===== config.mk =====
export PLATFORM = sky130hd
export DESIGN_NAME = blit_top
export DESIGN_NICKNAME = d
export VERILOG_FILES = /design/src/source/blit_pkg.sv /design/src/source/blit_address.sv /design/src/source/blit_fetch.sv /design/src/source/blit_pixel_out.sv /design/src/source/blit_rect_walker.sv /design/src/source/blit_top.sv
export VERILOG_INCLUDE_DIRS = /design/src /design/src/source
export SDC_FILE = /design/constraint.sdc
export NUM_CORES = 2
export LEC_CHECK = 0
export ABC_AREA = 1
export BUFFER_PORTS_ARGS = -buffer_cell sky130_fd_sc_hd__clkbuf_2
export CAP_MARGIN = 40
export CORE_MARGIN = 2
export CORE_UTILIZATION = 55
export CTS_BUF_LIST = sky130_fd_sc_hd__clkbuf_8
export DETAILED_ROUTE_END_ITERATION = 7
export PLACE_DENSITY = 0.74
export SLEW_MARGIN = 20
export SYNTH_ARGS = -nofsm -noshare
export SYNTH_HDL_FRONTEND = slang
export SYNTH_SLANG_ARGS = --single-unit

===== constraint.sdc =====
create_clock -name clk -period 25.3 [get_ports clk]
set_clock_uncertainty 0.05 [all_clocks]
set_input_delay 3.795 -clock clk [delete_from_list [all_inputs] [get_ports clk]]
set_output_delay 3.795 -clock clk [all_outputs]
set_load 0.01 [all_outputs]

===== src/source/blit_defs.svh =====
`ifndef BLIT_DEFS_SVH
`define BLIT_DEFS_SVH

// framebuffer size in pixels, used for clipping
`define BLIT_FB_WIDTH 400
`define BLIT_FB_HEIGHT 240

// AXI-Lite data width
`define BLIT_WORD_BITS 32

// colour table entries are two address units apart
`define BLIT_CT_STEP 2

`endif


===== src/source/blit_pkg.sv =====
`default_nettype none
`include "blit_defs.svh"

package blit_pkg;

    typedef logic [15:0] coord_t;
    typedef logic [31:0] bus_addr_t;
    typedef logic [`BLIT_WORD_BITS-1:0] bus_word_t;
    typedef logic [15:0] colour_t;

    typedef enum logic [4:0] {
        BPP_1  = 5'd1,
        BPP_2  = 5'd2,
        BPP_4  = 5'd4,
        BPP_8  = 5'd8,
        BPP_16 = 5'd16
    } bpp_e;

    typedef enum logic {
        MEMORY,
        FILL
    } colour_src_e;

    typedef struct packed {
        coord_t      sheet_x;
        coord_t      sheet_y;
        coord_t      screen_x;
        coord_t      screen_y;
        coord_t      width;
        coord_t      height;
        coord_t      image_width;  // sheet row length in pixels
        bus_addr_t   image_start;
        bpp_e        bpp;
        logic        mirror_x;
        logic        mirror_y;
        logic        ct_enable;
        colour_t     ct_offset;
        colour_src_e colour_src;
        colour_t     fill_colour;
    } draw_cmd_t;

    typedef struct packed {
        coord_t x;
        coord_t y;
    } screen_pos_t;

    typedef struct packed {
        coord_t      sheet_x;
        coord_t      sheet_y;
        screen_pos_t screen;
    } sheet_pos_t;

    typedef struct packed {
        bus_addr_t   addr;     // word aligned
        logic [4:0]  bit_off;  // field msb, counted down from bit 31
        screen_pos_t screen;
    } fetch_req_t;

    typedef struct packed {
        colour_t     field;
        screen_pos_t screen;
    } pixel_t;

    typedef struct packed {
        bus_addr_t araddr;
        logic      arvalid;
        logic      rready;
    } axil_rd_req_t;

    typedef struct packed {
        logic      arready;
        logic      rvalid;
        bus_word_t rdata;
    } axil_rd_rsp_t;

    typedef struct packed {
        coord_t  x;
        coord_t  y;
        colour_t colour;
        logic    write;
    } fb_write_t;

endpackage

`default_nettype wire


===== src/source/blit_address.sv =====
`timescale 1ns/1ps
`default_nettype none

module blit_address (
    input  logic                 clk,
    input  logic                 rst,
    input  blit_pkg::draw_cmd_t  cmd,
    input  blit_pkg::sheet_pos_t in_pos,
    input  logic                 in_valid,
    output logic                 in_ready,
    output blit_pkg::fetch_req_t out_req,
    output logic                 out_valid,
    input  logic                 out_ready
);
    import blit_pkg::*;

    typedef enum logic [1:0] {
        EMPTY,
        FULL,
        BUF_FULL
    } skid_state_e;

    skid_state_e state;

    bus_addr_t  index;
    bus_addr_t  bit_addr;
    bus_addr_t  byte_addr;
    fetch_req_t req;
    fetch_req_t buf_req;  // second entry
    logic       in_xfer;
    logic       out_xfer;

    assign index = bus_addr_t'(in_pos.sheet_x)
                 + bus_addr_t'(cmd.image_width) * bus_addr_t'(in_pos.sheet_y);
    assign bit_addr = index * bus_addr_t'(cmd.bpp);
    assign byte_addr = cmd.image_start + (bit_addr >> 3);

    assign req.addr = {byte_addr[31:2], 2'b00};
    assign req.bit_off = bit_addr[4:0];
    assign req.screen = in_pos.screen;

    assign in_xfer = in_valid && in_ready;
    assign out_xfer = out_valid && out_ready;

    always_ff @(posedge clk) begin
        if (rst) begin
            state <= EMPTY;
            in_ready <= 1'b0;
            out_valid <= 1'b0;
        end else begin
            case (state)
                EMPTY: begin
                    in_ready <= 1'b1;
                    if (in_xfer) begin
                        out_valid <= 1'b1;
                        state <= FULL;
                    end
                end
                FULL: begin
                    if (in_xfer && !out_xfer) begin
                        in_ready <= 1'b0;  // stalled, park the new entry
                        state <= BUF_FULL;
                    end else if (out_xfer && !in_xfer) begin
                        out_valid <= 1'b0;
                        state <= EMPTY;
                    end
                end
                BUF_FULL: begin
                    if (out_xfer) begin
                        in_ready <= 1'b1;
                        state <= FULL;
                    end
                end
                default: state <= EMPTY;
            endcase
        end
    end

    always_ff @(posedge clk) begin
        if (in_xfer && (state == EMPTY || out_xfer)) begin
            out_req <= req;
        end else if (in_xfer) begin
            buf_req <= req;
        end else if (state == BUF_FULL && out_xfer) begin
            out_req <= buf_req;
        end
    end

endmodule

`default_nettype wire


===== src/source/blit_fetch.sv =====
`timescale 1ns/1ps
`default_nettype none
`include "blit_defs.svh"

module blit_fetch (
    input  logic                   clk,
    input  logic                   rst,
    input  blit_pkg::draw_cmd_t    cmd,
    input  blit_pkg::fetch_req_t   in_req,
    input  logic                   in_valid,
    output logic                   in_ready,
    output blit_pkg::axil_rd_req_t axi_req,
    input  blit_pkg::axil_rd_rsp_t axi_rsp,
    output blit_pkg::pixel_t       out_pix,
    output logic                   out_valid,
    input  logic                   out_ready
);
    import blit_pkg::*;

    typedef enum logic [2:0] {
        IDLE,
        ADDR,
        DATA,
        HIT,
        HOLD
    } fetch_state_e;

    fetch_state_e state;

    fetch_req_t req_q;
    bus_addr_t  cache_addr;
    bus_word_t  cache_word;
    logic       cache_valid;
    logic       arvalid_q;
    logic       rready_q;
    logic       hit;

    // msb-first field, top bit sits at bit_off below bit 31
    function automatic colour_t extract_field(bus_word_t word, logic [4:0] bit_off,
                                              bpp_e bpp);
        bus_word_t aligned;
        aligned = word << bit_off;
        return colour_t'(aligned >> (6'(`BLIT_WORD_BITS) - 6'(bpp)));
    endfunction

    assign hit = cache_valid && (cache_addr == in_req.addr);

    assign axi_req.araddr = req_q.addr;
    assign axi_req.arvalid = arvalid_q;
    assign axi_req.rready = rready_q;

    always_ff @(posedge clk) begin
        if (rst) begin
            state <= IDLE;
            in_ready <= 1'b0;
            out_valid <= 1'b0;
            arvalid_q <= 1'b0;
            rready_q <= 1'b0;
            cache_valid <= 1'b0;
        end else begin
            case (state)
                IDLE: begin
                    in_ready <= 1'b1;
                    if (in_valid && in_ready) begin
                        in_ready <= 1'b0;
                        if (hit) begin
                            state <= HIT;
                        end else begin
                            arvalid_q <= 1'b1;
                            state <= ADDR;
                        end
                    end
                end
                ADDR: begin
                    if (axi_rsp.arready) begin
                        arvalid_q <= 1'b0;
                        rready_q <= 1'b1;
                        state <= DATA;
                    end
                end
                DATA: begin
                    if (axi_rsp.rvalid) begin
                        rready_q <= 1'b0;
                        cache_valid <= 1'b1;
                        out_valid <= 1'b1;
                        state <= HOLD;
                    end
                end
                HIT: begin
                    out_valid <= 1'b1;
                    state <= HOLD;
                end
                HOLD: begin
                    if (out_ready) begin
                        out_valid <= 1'b0;
                        in_ready <= 1'b1;
                        state <= IDLE;
                    end
                end
                default: state <= IDLE;
            endcase
        end
    end

    always_ff @(posedge clk) begin
        if (state == IDLE && in_valid && in_ready) begin
            req_q <= in_req;
        end
        if (state == DATA && axi_rsp.rvalid) begin
            cache_addr <= req_q.addr;
            cache_word <= axi_rsp.rdata;
            out_pix.field <= extract_field(axi_rsp.rdata, req_q.bit_off, cmd.bpp);
            out_pix.screen <= req_q.screen;
        end else if (state == HIT) begin
            out_pix.field <= extract_field(cache_word, req_q.bit_off, cmd.bpp);
            out_pix.screen <= req_q.screen;
        end
    end

endmodule

`default_nettype wire


===== src/source/blit_pixel_out.sv =====
`timescale 1ns/1ps
`default_nettype none
`include "blit_defs.svh"

module blit_pixel_out (
    input  logic                clk,
    input  logic                rst,
    input  blit_pkg::draw_cmd_t cmd,
    input  blit_pkg::pixel_t    in_pix,
    input  logic                in_valid,
    output logic                in_ready,
    output blit_pkg::colour_t   ct_address,
    input  blit_pkg::colour_t   ct_colour,
    output blit_pkg::fb_write_t fb
);
    import blit_pkg::*;

    logic        pend;
    colour_t     field_q;
    screen_pos_t pos_q;
    colour_t     colour;

    always_ff @(posedge clk) begin
        if (rst) begin
            in_ready <= 1'b0;
            pend <= 1'b0;
        end else begin
            in_ready <= 1'b1;  // framebuffer never stalls
            pend <= in_valid && in_ready;
        end
    end

    // table entry arrives one cycle after the address
    always_ff @(posedge clk) begin
        if (in_valid && in_ready) begin
            ct_address <= colour_t'(in_pix.field * `BLIT_CT_STEP) + cmd.ct_offset;
            field_q <= in_pix.field;
            pos_q <= in_pix.screen;
        end
    end

    always_comb begin
        if (cmd.colour_src == FILL) begin
            colour = cmd.fill_colour;
        end else if (cmd.ct_enable) begin
            colour = ct_colour;
        end else begin
            colour = field_q;  // raw field
        end
    end

    assign fb.x = pos_q.x;
    assign fb.y = pos_q.y;
    assign fb.colour = colour;
    assign fb.write = pend;

endmodule

`default_nettype wire


===== src/source/blit_rect_walker.sv =====
`timescale 1ns/1ps
`default_nettype none
`include "blit_defs.svh"

module blit_rect_walker (
    input  logic                 clk,
    input  logic                 rst,
    input  blit_pkg::draw_cmd_t  cmd,
    input  logic                 start,
    output logic                 idle,
    output blit_pkg::sheet_pos_t out_pos,
    output logic                 out_valid,
    input  logic                 out_ready
);
    import blit_pkg::*;

    typedef enum logic {
        IDLE,
        WALK
    } walk_state_e;

    walk_state_e state;

    coord_t sheet_x0;
    coord_t sheet_y0;
    coord_t scr_x0;
    coord_t scr_y0;
    coord_t max_x;  // inclusive
    coord_t max_y;  // inclusive
    logic   mirror_x;
    logic   mirror_y;
    coord_t cnt_x;
    coord_t cnt_y;
    coord_t scr_x;
    coord_t scr_y;
    logic   on_screen;
    logic   step;
    logic   last;

    // mirrored walk counts from the far edge
    assign scr_x = mirror_x ? scr_x0 + max_x - cnt_x : scr_x0 + cnt_x;
    assign scr_y = mirror_y ? scr_y0 + max_y - cnt_y : scr_y0 + cnt_y;

    assign on_screen = (scr_x < coord_t'(`BLIT_FB_WIDTH)) && (scr_y < coord_t'(`BLIT_FB_HEIGHT));
    assign last = (cnt_x == max_x) && (cnt_y == max_y);

    // clipped positions pass without waiting on ready
    assign step = (state == WALK) && (out_ready || !on_screen);

    assign idle = (state == IDLE);
    assign out_valid = (state == WALK) && on_screen;

    assign out_pos.sheet_x = sheet_x0 + cnt_x;
    assign out_pos.sheet_y = sheet_y0 + cnt_y;
    assign out_pos.screen.x = scr_x;
    assign out_pos.screen.y = scr_y;

    always_ff @(posedge clk) begin
        if (rst) begin
            state <= IDLE;
        end else begin
            case (state)
                IDLE: begin
                    if (start && cmd.width != '0 && cmd.height != '0) begin
                        state <= WALK;
                    end
                end
                WALK: begin
                    if (step && last) begin
                        state <= IDLE;
                    end
                end
                default: state <= IDLE;
            endcase
        end
    end

    always_ff @(posedge clk) begin
        if (state == IDLE && start) begin
            sheet_x0 <= cmd.sheet_x;
            sheet_y0 <= cmd.sheet_y;
            scr_x0 <= cmd.screen_x;
            scr_y0 <= cmd.screen_y;
            max_x <= cmd.width - 16'd1;
            max_y <= cmd.height - 16'd1;
            mirror_x <= cmd.mirror_x;
            mirror_y <= cmd.mirror_y;
            cnt_x <= '0;
            cnt_y <= '0;
        end else if (step) begin
            if (cnt_x == max_x) begin  // next row
                cnt_x <= '0;
                cnt_y <= cnt_y + 16'd1;
            end else begin
                cnt_x <= cnt_x + 16'd1;
            end
        end
    end

endmodule

`default_nettype wire


===== src/source/blit_top.sv =====
`timescale 1ns/1ps
`default_nettype none

module blit_top (
    input  logic                   clk,
    input  logic                   rst,
    input  blit_pkg::draw_cmd_t    cmd,
    input  logic                   command_draw,
    output logic                   is_busy,
    output blit_pkg::axil_rd_req_t axi_req,
    input  blit_pkg::axil_rd_rsp_t axi_rsp,
    output blit_pkg::colour_t      ct_address,
    input  blit_pkg::colour_t      ct_colour,
    output blit_pkg::fb_write_t    fb
);
    import blit_pkg::*;

    logic       start;
    logic       walk_idle;
    sheet_pos_t walk_pos;
    logic       walk_valid;
    logic       addr_ready;
    fetch_req_t addr_req;
    logic       addr_valid;
    logic       fetch_ready;
    pixel_t     fetch_pix;
    logic       fetch_valid;
    logic       pix_ready;
    logic       fetch_pending;

    assign start = command_draw && !is_busy;

    // fetch holds ready low while a pixel is in flight; pix_ready masks the reset cycle
    assign fetch_pending = pix_ready && !fetch_ready;

    assign is_busy = !walk_idle || walk_valid || addr_valid || fetch_pending
                   || fetch_valid || fb.write;

    blit_rect_walker walker_inst (
        .clk       (clk),
        .rst       (rst),
        .cmd       (cmd),
        .start     (start),
        .idle      (walk_idle),
        .out_pos   (walk_pos),
        .out_valid (walk_valid),
        .out_ready (addr_ready)
    );

    blit_address address_inst (
        .clk       (clk),
        .rst       (rst),
        .cmd       (cmd),
        .in_pos    (walk_pos),
        .in_valid  (walk_valid),
        .in_ready  (addr_ready),
        .out_req   (addr_req),
        .out_valid (addr_valid),
        .out_ready (fetch_ready)
    );

    blit_fetch fetch_inst (
        .clk       (clk),
        .rst       (rst),
        .cmd       (cmd),
        .in_req    (addr_req),
        .in_valid  (addr_valid),
        .in_ready  (fetch_ready),
        .axi_req   (axi_req),
        .axi_rsp   (axi_rsp),
        .out_pix   (fetch_pix),
        .out_valid (fetch_valid),
        .out_ready (pix_ready)
    );

    blit_pixel_out pixel_out_inst (
        .clk        (clk),
        .rst        (rst),
        .cmd        (cmd),
        .in_pix     (fetch_pix),
        .in_valid   (fetch_valid),
        .in_ready   (pix_ready),
        .ct_address (ct_address),
        .ct_colour  (ct_colour),
        .fb         (fb)
    );

endmodule

`default_nettype wire

# == Word-level counts from Yosys, hierarchy flattened ==
# Cells that the tools add are included.
# W data, S select, Z words.
# word_totals
wordCells,192
output_inout_bits,100
inputBits,238
regBits,520
# classes
n_shift,4
magnitude_cmp,2
mul,2
bitwise,2
add_sub_neg,16
n_eq_ne,21
n_reduce_logical,57
muxes,45
# op_table
op,count
$mux W69,3
$add A16 B16 Y16,7
$mux W48,2
$mux W16,5
$shl A32 B5 Y32,2
$shr A32 B6 Y16,2
$add A16 B1 Y16 const B,2
$add A16 B32 Y32,1
$add A32 B29 Y32,1
$eq A16 B16 Y1,2
$mul A16 B16 Y32,1
$mul A32 B5 Y32,1
$reduce_bool A16 Y1,2
$sub A16 B1 Y16 const B,2
$sub A16 B16 Y16,2
$eq A30 B30 Y1,1
$logic_and A1 B1 Y1,21
$mux W1,17
$lt A16 B8 Y1 const B,1
$lt A16 B9 Y1 const B,1
$pmux W3 S5,1
$mux W3,4
$ne A2 B2 Y1 const B,6
$reduce_and A3 Y1,4
other kinds (21),58

# == Logic depth before layout (Yosys ltp) ==
# depth
depth_word,17
mapped_depth,65
depth_no_buf,65

# == Modules after synthesis ==
# A second synthesis with hierarchy kept.
# hier_totals
cells_unflattened,5913
area_unflattened_um2,47685.7
# modules_own_cells
module,seq_area_each_um2,area_each_um2,instances,cells_per_inst
blit_address,4103.9,20567.2,1,2544
blit_rect_walker,3603.5,12520.8,1,1697
blit_fetch,5595.4,11405.9,1,1361
blit_pixel_out,1961.9,3138.0,1,300
blit_top,0.0,53.8,1,11

# == Worst setup path after synthesis ==
# Ideal clock, no wire load.
# synth_timing
path_kind,input -> register
from,in cmd[80] (netlist bit)
to,reg address_inst.out_req[65] (netlist bit) (data pin)
required_ns,24.997
path_buffers,1
cell_stages,46
t_arrival_ns,13.093
slack_ns,11.904
setup_ns,0.253
path_cell_list,clkbuf_1 inv_1 nor2_1 fa_1 inv_1 fa_1 fa_1 fa_1 inv_1 fa_1 inv_1 fa_1 inv_1 ha_1 nand2_1 nor2_1 inv_1 o21ai_0 (+10 left out) o221ai_1 a21oi_1 inv_1 a21oi_1 o21ai_0 xor2_1 ha_1 a21oi_1 inv_1 a21oi_1 inv_1 a221oi_1 nand2_1 nand2_1 nand2_1 xor2_1 o21ai_1 inv_1
# synth_via
elab_chain_len,5
# synth_lines
element,line_no,rtl
start: declaration,blit_top.sv:7,"input blit_pkg::draw_cmd_t cmd,"
$mul A16 B16 Y32,blit_address.sv:34,+ bus_addr_t'(cmd.image_width) * bus_addr_t'(in_pos.sheet_y);
$add A16 B32 Y32,blit_address.sv:34,
$mul A32 B5 Y32,blit_address.sv:35,assign bit_addr = index * bus_addr_t'(cmd.bpp);
$add A32 B29 Y32,blit_address.sv:36,assign byte_addr = cmd.image_start + (bit_addr >> 3);
via address_inst.byte_addr[28],blit_address.sv:27,bus_addr_t byte_addr;
$mux W69,blit_address.sv:80,if (in_xfer && (state == EMPTY || out_xfer)) begin
end signal: assignment,blit_address.sv:81,out_req <= req;
end signal: assignment,blit_address.sv:85,out_req <= buf_req;
end: declaration,blit_address.sv:11,"output blit_pkg::fetch_req_t out_req,"
# The timed path passes the listed nets, and every way through them passes these cells.
# A chain may end at the register's enable or synchronous reset.

# == Worst setup path after layout ==
# layout_timing
from,in cmd[79] (netlist bit)
to,reg address_inst.out_req[65] (netlist bit) (data pin)
# Same word-level chain as after synthesis.

==> results.tsv <==
stage	metric	value	unit
detailed_routing	vias	37800	
sta	period_needed	13.90	ns
sta	max_freq	0.0719	GHz
logic_synthesis	synth_seq_area_share	33.2	%
worst_setup_path	crit_family	adder cells	
placed_design	place_congestion	0.994	
logic_synthesis	synthArstFlopShare	0	%
worst_setup_path	r2r-start	walker_inst.cnt_y[0]$_SDFFE_PP0P_	
finish	nNetsFinal	6682	
logic_synthesis	synth_cells	5526	
global_route	grt_max_degree	79	
worst_setup_path	worstSetupPathDepth	44	
worst_setup_path	cp_common_cell	inv_1	
clock_network	cts_inserted_buffers	88	
sta	finalCritPeriodShare	55.0	%
logic_synthesis	dominantRegCellSynth	edfxtp_1	
status	status	finished, final reports clean	
global_route	grt_pass1_wl	199	mm
placed_design	place_inst	6784	
worst_setup_path	cp_max_fo	9	
sta	tightest_slew	0.811	ns
worst_setup_path	crit_type	in2reg	
logic_synthesis	synth_edf_count	473	
clock_network	cts_sinks	520	
finish	fin_cells	6955	
placed_design	pre_cts_slack	10.61	ns
worst_setup_path	crit_path_end	address_inst.out_req[65]$_DFFE_PP_	
job	drv_cap	0	
global_route	grt_usage	29.7	%
finish	drive_gt1_share	10.5	%
logic_synthesis	yosys_warnings	0	
logic_synthesis	yosys-top-cells-area	edfxtp_1 (31%), fa_1 (14%), nand2_1 (8.7%)	
worst_setup_path	required	25.72	ns
clock_network	ctsHtreeMaxLevel	3	
worst_setup_path	r2r_slack	12.00	ns
detailed_routing	wl_per_cell	18.2	µm
worst_setup_path	critPathSlowestCell	fa_1	
sta	setup_violations	0	
sta	slew_viol_final	0	
clock_network	clk_latency	0.71	ns
detailed_routing	totalWireLength	127	mm
worst_setup_path	cp-start-kind	primary input	
placed_design	port_buffers	335	
clock_network	cts_tree	built	
min_path	hold_path.class	reg2reg	
worst_setup_path	critPathMaxStageDelay	0.55	ns
logic_synthesis	synth_top_cell_by_area	edfxtp_1	
sta	relSlewSlack	45.8	%
logic_synthesis	synth.distinct_cells	67	
global_route	antenna_found_initial	9	
logic_synthesis	syn_area	45600	µm²
detailed_routing	vias_per_cell	5.43	
finish	layout_commonest_cell	nand2_1	
sta	tns	0	ns
floorplan	core_area	82100	µm²
floorplan	rows	105	
clock_network	cts_resized	0	
worst_setup_path	r2r_end	address_inst.out_req[65]$_DFFE_PP_	
floorplan	fp.dieW	292	µm
worst_setup_path	reg2regPathDepth	60	
clock_network	postCtsSetupRepairBufs	0	
worst_setup_path	arrival	14.32	ns
clock_network	clk_pin_slew	0.06	ns
logic_synthesis	synth_top_area_share	31.1	%
floorplan	die_h	292	µm
detailed_routing	drtIter0Drc	3037	
sta	rsz0062_at_grt	false	
logic_synthesis	postSynthAreaPerCell	8.26	µm²
floorplan	floorplan.initialDensity	55.6	%
placed_design	dp_hpwl	102	mm
sta	finalWorstSetupSlack	11.40	ns
global_route	overflow	0	
clock_network	clock_path_buffers	3	
floorplan	die_area	85300	µm²
global_route	grt_pass1_vias	37300	
logic_synthesis	ys_seq_elements	520	
floorplan	pin_count	338	
finish	layout_common_cells	nand2_1 (1,055), inv_1 (1,044), nand3_1 (651)	
detailed_routing	drc	0	
worst_setup_path	critPathLaunch	cmd[79]	
detailed_routing	ant_nets	0	
worst_setup_path	critPathBufInv	12	
finish	final_util	61.0	%
clock_network	holdBufCountCts	0	
finish	area_growth_syn_to_layout	9.68	%
detailed_routing	drtPass1Iterations	8	
sta	final_hold_viol_count	0	
worst_setup_path	cp-end-kind	flip-flop	
finish	fill_cells	7322	
clock_network	cts_root_buf	clkbuf_8	
cell type report:
cell class / instances / area (µm²) / area share [%]
Multi-Input combinational cell: 3754 / 25700 / 51.2
Timing Repair Buffer: 385 / 2200 / 4.39
Inverter: 1057 / 3970 / 7.93
Antenna cell: 6 / 15.0 / 0.0300
Clock buffer: 89 / 1220 / 2.45
Tap cell: 1070 / 1340 / 2.67
Clock inverter: 74 / 526 / 1.05
Sequential cell: 520 / 15100 / 30.2
cells in the mapped netlist, types with 4 or more instances:
cell type and count:
nand2_1 1055, inv_1 1018, nand3_1 651, edfxtp_1 473, nor2_1 419, fa_1 328, ha_1 310, a21oi_1 283
xor2_1 132, clkbuf_1 98, o21ai_0 97, nand4_1 74, o21ai_1 72, xnor2_1 53, nor3_1 49, dfxtp_1 47
buf_4 37, or2_2 34, buf_1 30, inv_2 29, buf_2 27, o21bai_1 21, nor4_1 18, a31oi_1 14
nand3b_1 14, o211ai_1 12, a21o_1 11, clkinv_1 10, nand2_4 10, a21boi_0 8, a211oi_1 7, o21a_1 7
a21oi_2 6, nand3_2 6, and2_1 5, nor3_2 5, o22ai_1 5, o31ai_1 5, nor2_2 4
state kept, by name (all words and copies together) (netlist names), 30 cells and up:
| signal | count |
|---|---|
| fetch_inst.axi_req | 30 |
| pixel_out_inst.fb | 32 |
| address_inst.out_req | 67 |
| fetch_inst.req_q | 37 |
| fetch_inst.cache_word | 32 |
| fetch_inst.cache_addr | 30 |
| fetch_inst.out_pix | 48 |
| address_inst.buf_req | 67 |
metrics by stage:
stage,area [µm²],hold slack (ns)
after floorplan,45700,0.350
after global routing,50100,0.333
after global placement,48000,0.351
after CTS,50000,0.324
after detailed placement,48300,0.355
final,50100,0.336
kinds of logic after synthesis:
| logic type | Yosys count | share of synthesized area [%] |
|---|---|---|
| compound gates | 568 | 6.92 |
| xor+xnor | 187 | 3.62 |
| fa+ha+maj | 638 | 22.9 |
| buf+inv | 1253 | 10.8 |
| flops | 520 | 33.2 |
| mux | 2 | 0.0439 |
| other cells | 1 | 0.00821 |
| simple gates | 2357 | 22.6 |
layer usage:
metal | part of all wire, % | vias up | routed length (µm) | global-route usage, %
met2 | 47 | 1435 | 60100 | 50.4
met3 | 6.4 | 272 | 8160 | 3.36
met1 | 42 | 17700 | 52700 | 38.9
li1 | - | 18400 | - | -
met5 | 0.0095 | - | 12 | 0
met4 | 4.4 | 2 | 5520 | 12.2
worst min path at each step:
stage | startpoint | end | slack, ns | cells after the start
3_3_place_gp | fetch_inst.out_pix[21]$_DFFE_PP_ | pixel_out_inst.fb[38]$_DFFE_PP_ | 0.35 | 0
6_report | fetch_inst.req_q[26]$_DFFE_PP_ | fetch_inst.out_pix[26]$_DFFE_PP_ | 0.34 | 0
4_1_cts | fetch_inst.req_q[26]$_DFFE_PP_ | fetch_inst.out_pix[26]$_DFFE_PP_ | 0.32 | 0
3_5_place_dp | fetch_inst.req_q[13]$_DFFE_PP_ | fetch_inst.out_pix[13]$_DFFE_PP_ | 0.35 | 0
2_1_floorplan | fetch_inst.req_q[0]$_DFFE_PP_ | fetch_inst.out_pix[0]$_DFFE_PP_ | 0.35 | 0
5_1_grt | fetch_inst.out_pix[31]$_DFFE_PP_ | pixel_out_inst.fb[48]$_DFFE_PP_ | 0.33 | 0
Power is left out: the tool's default activity adds up to more than one toggle a clock period on the data nets, which glitch-free logic cannot reach.
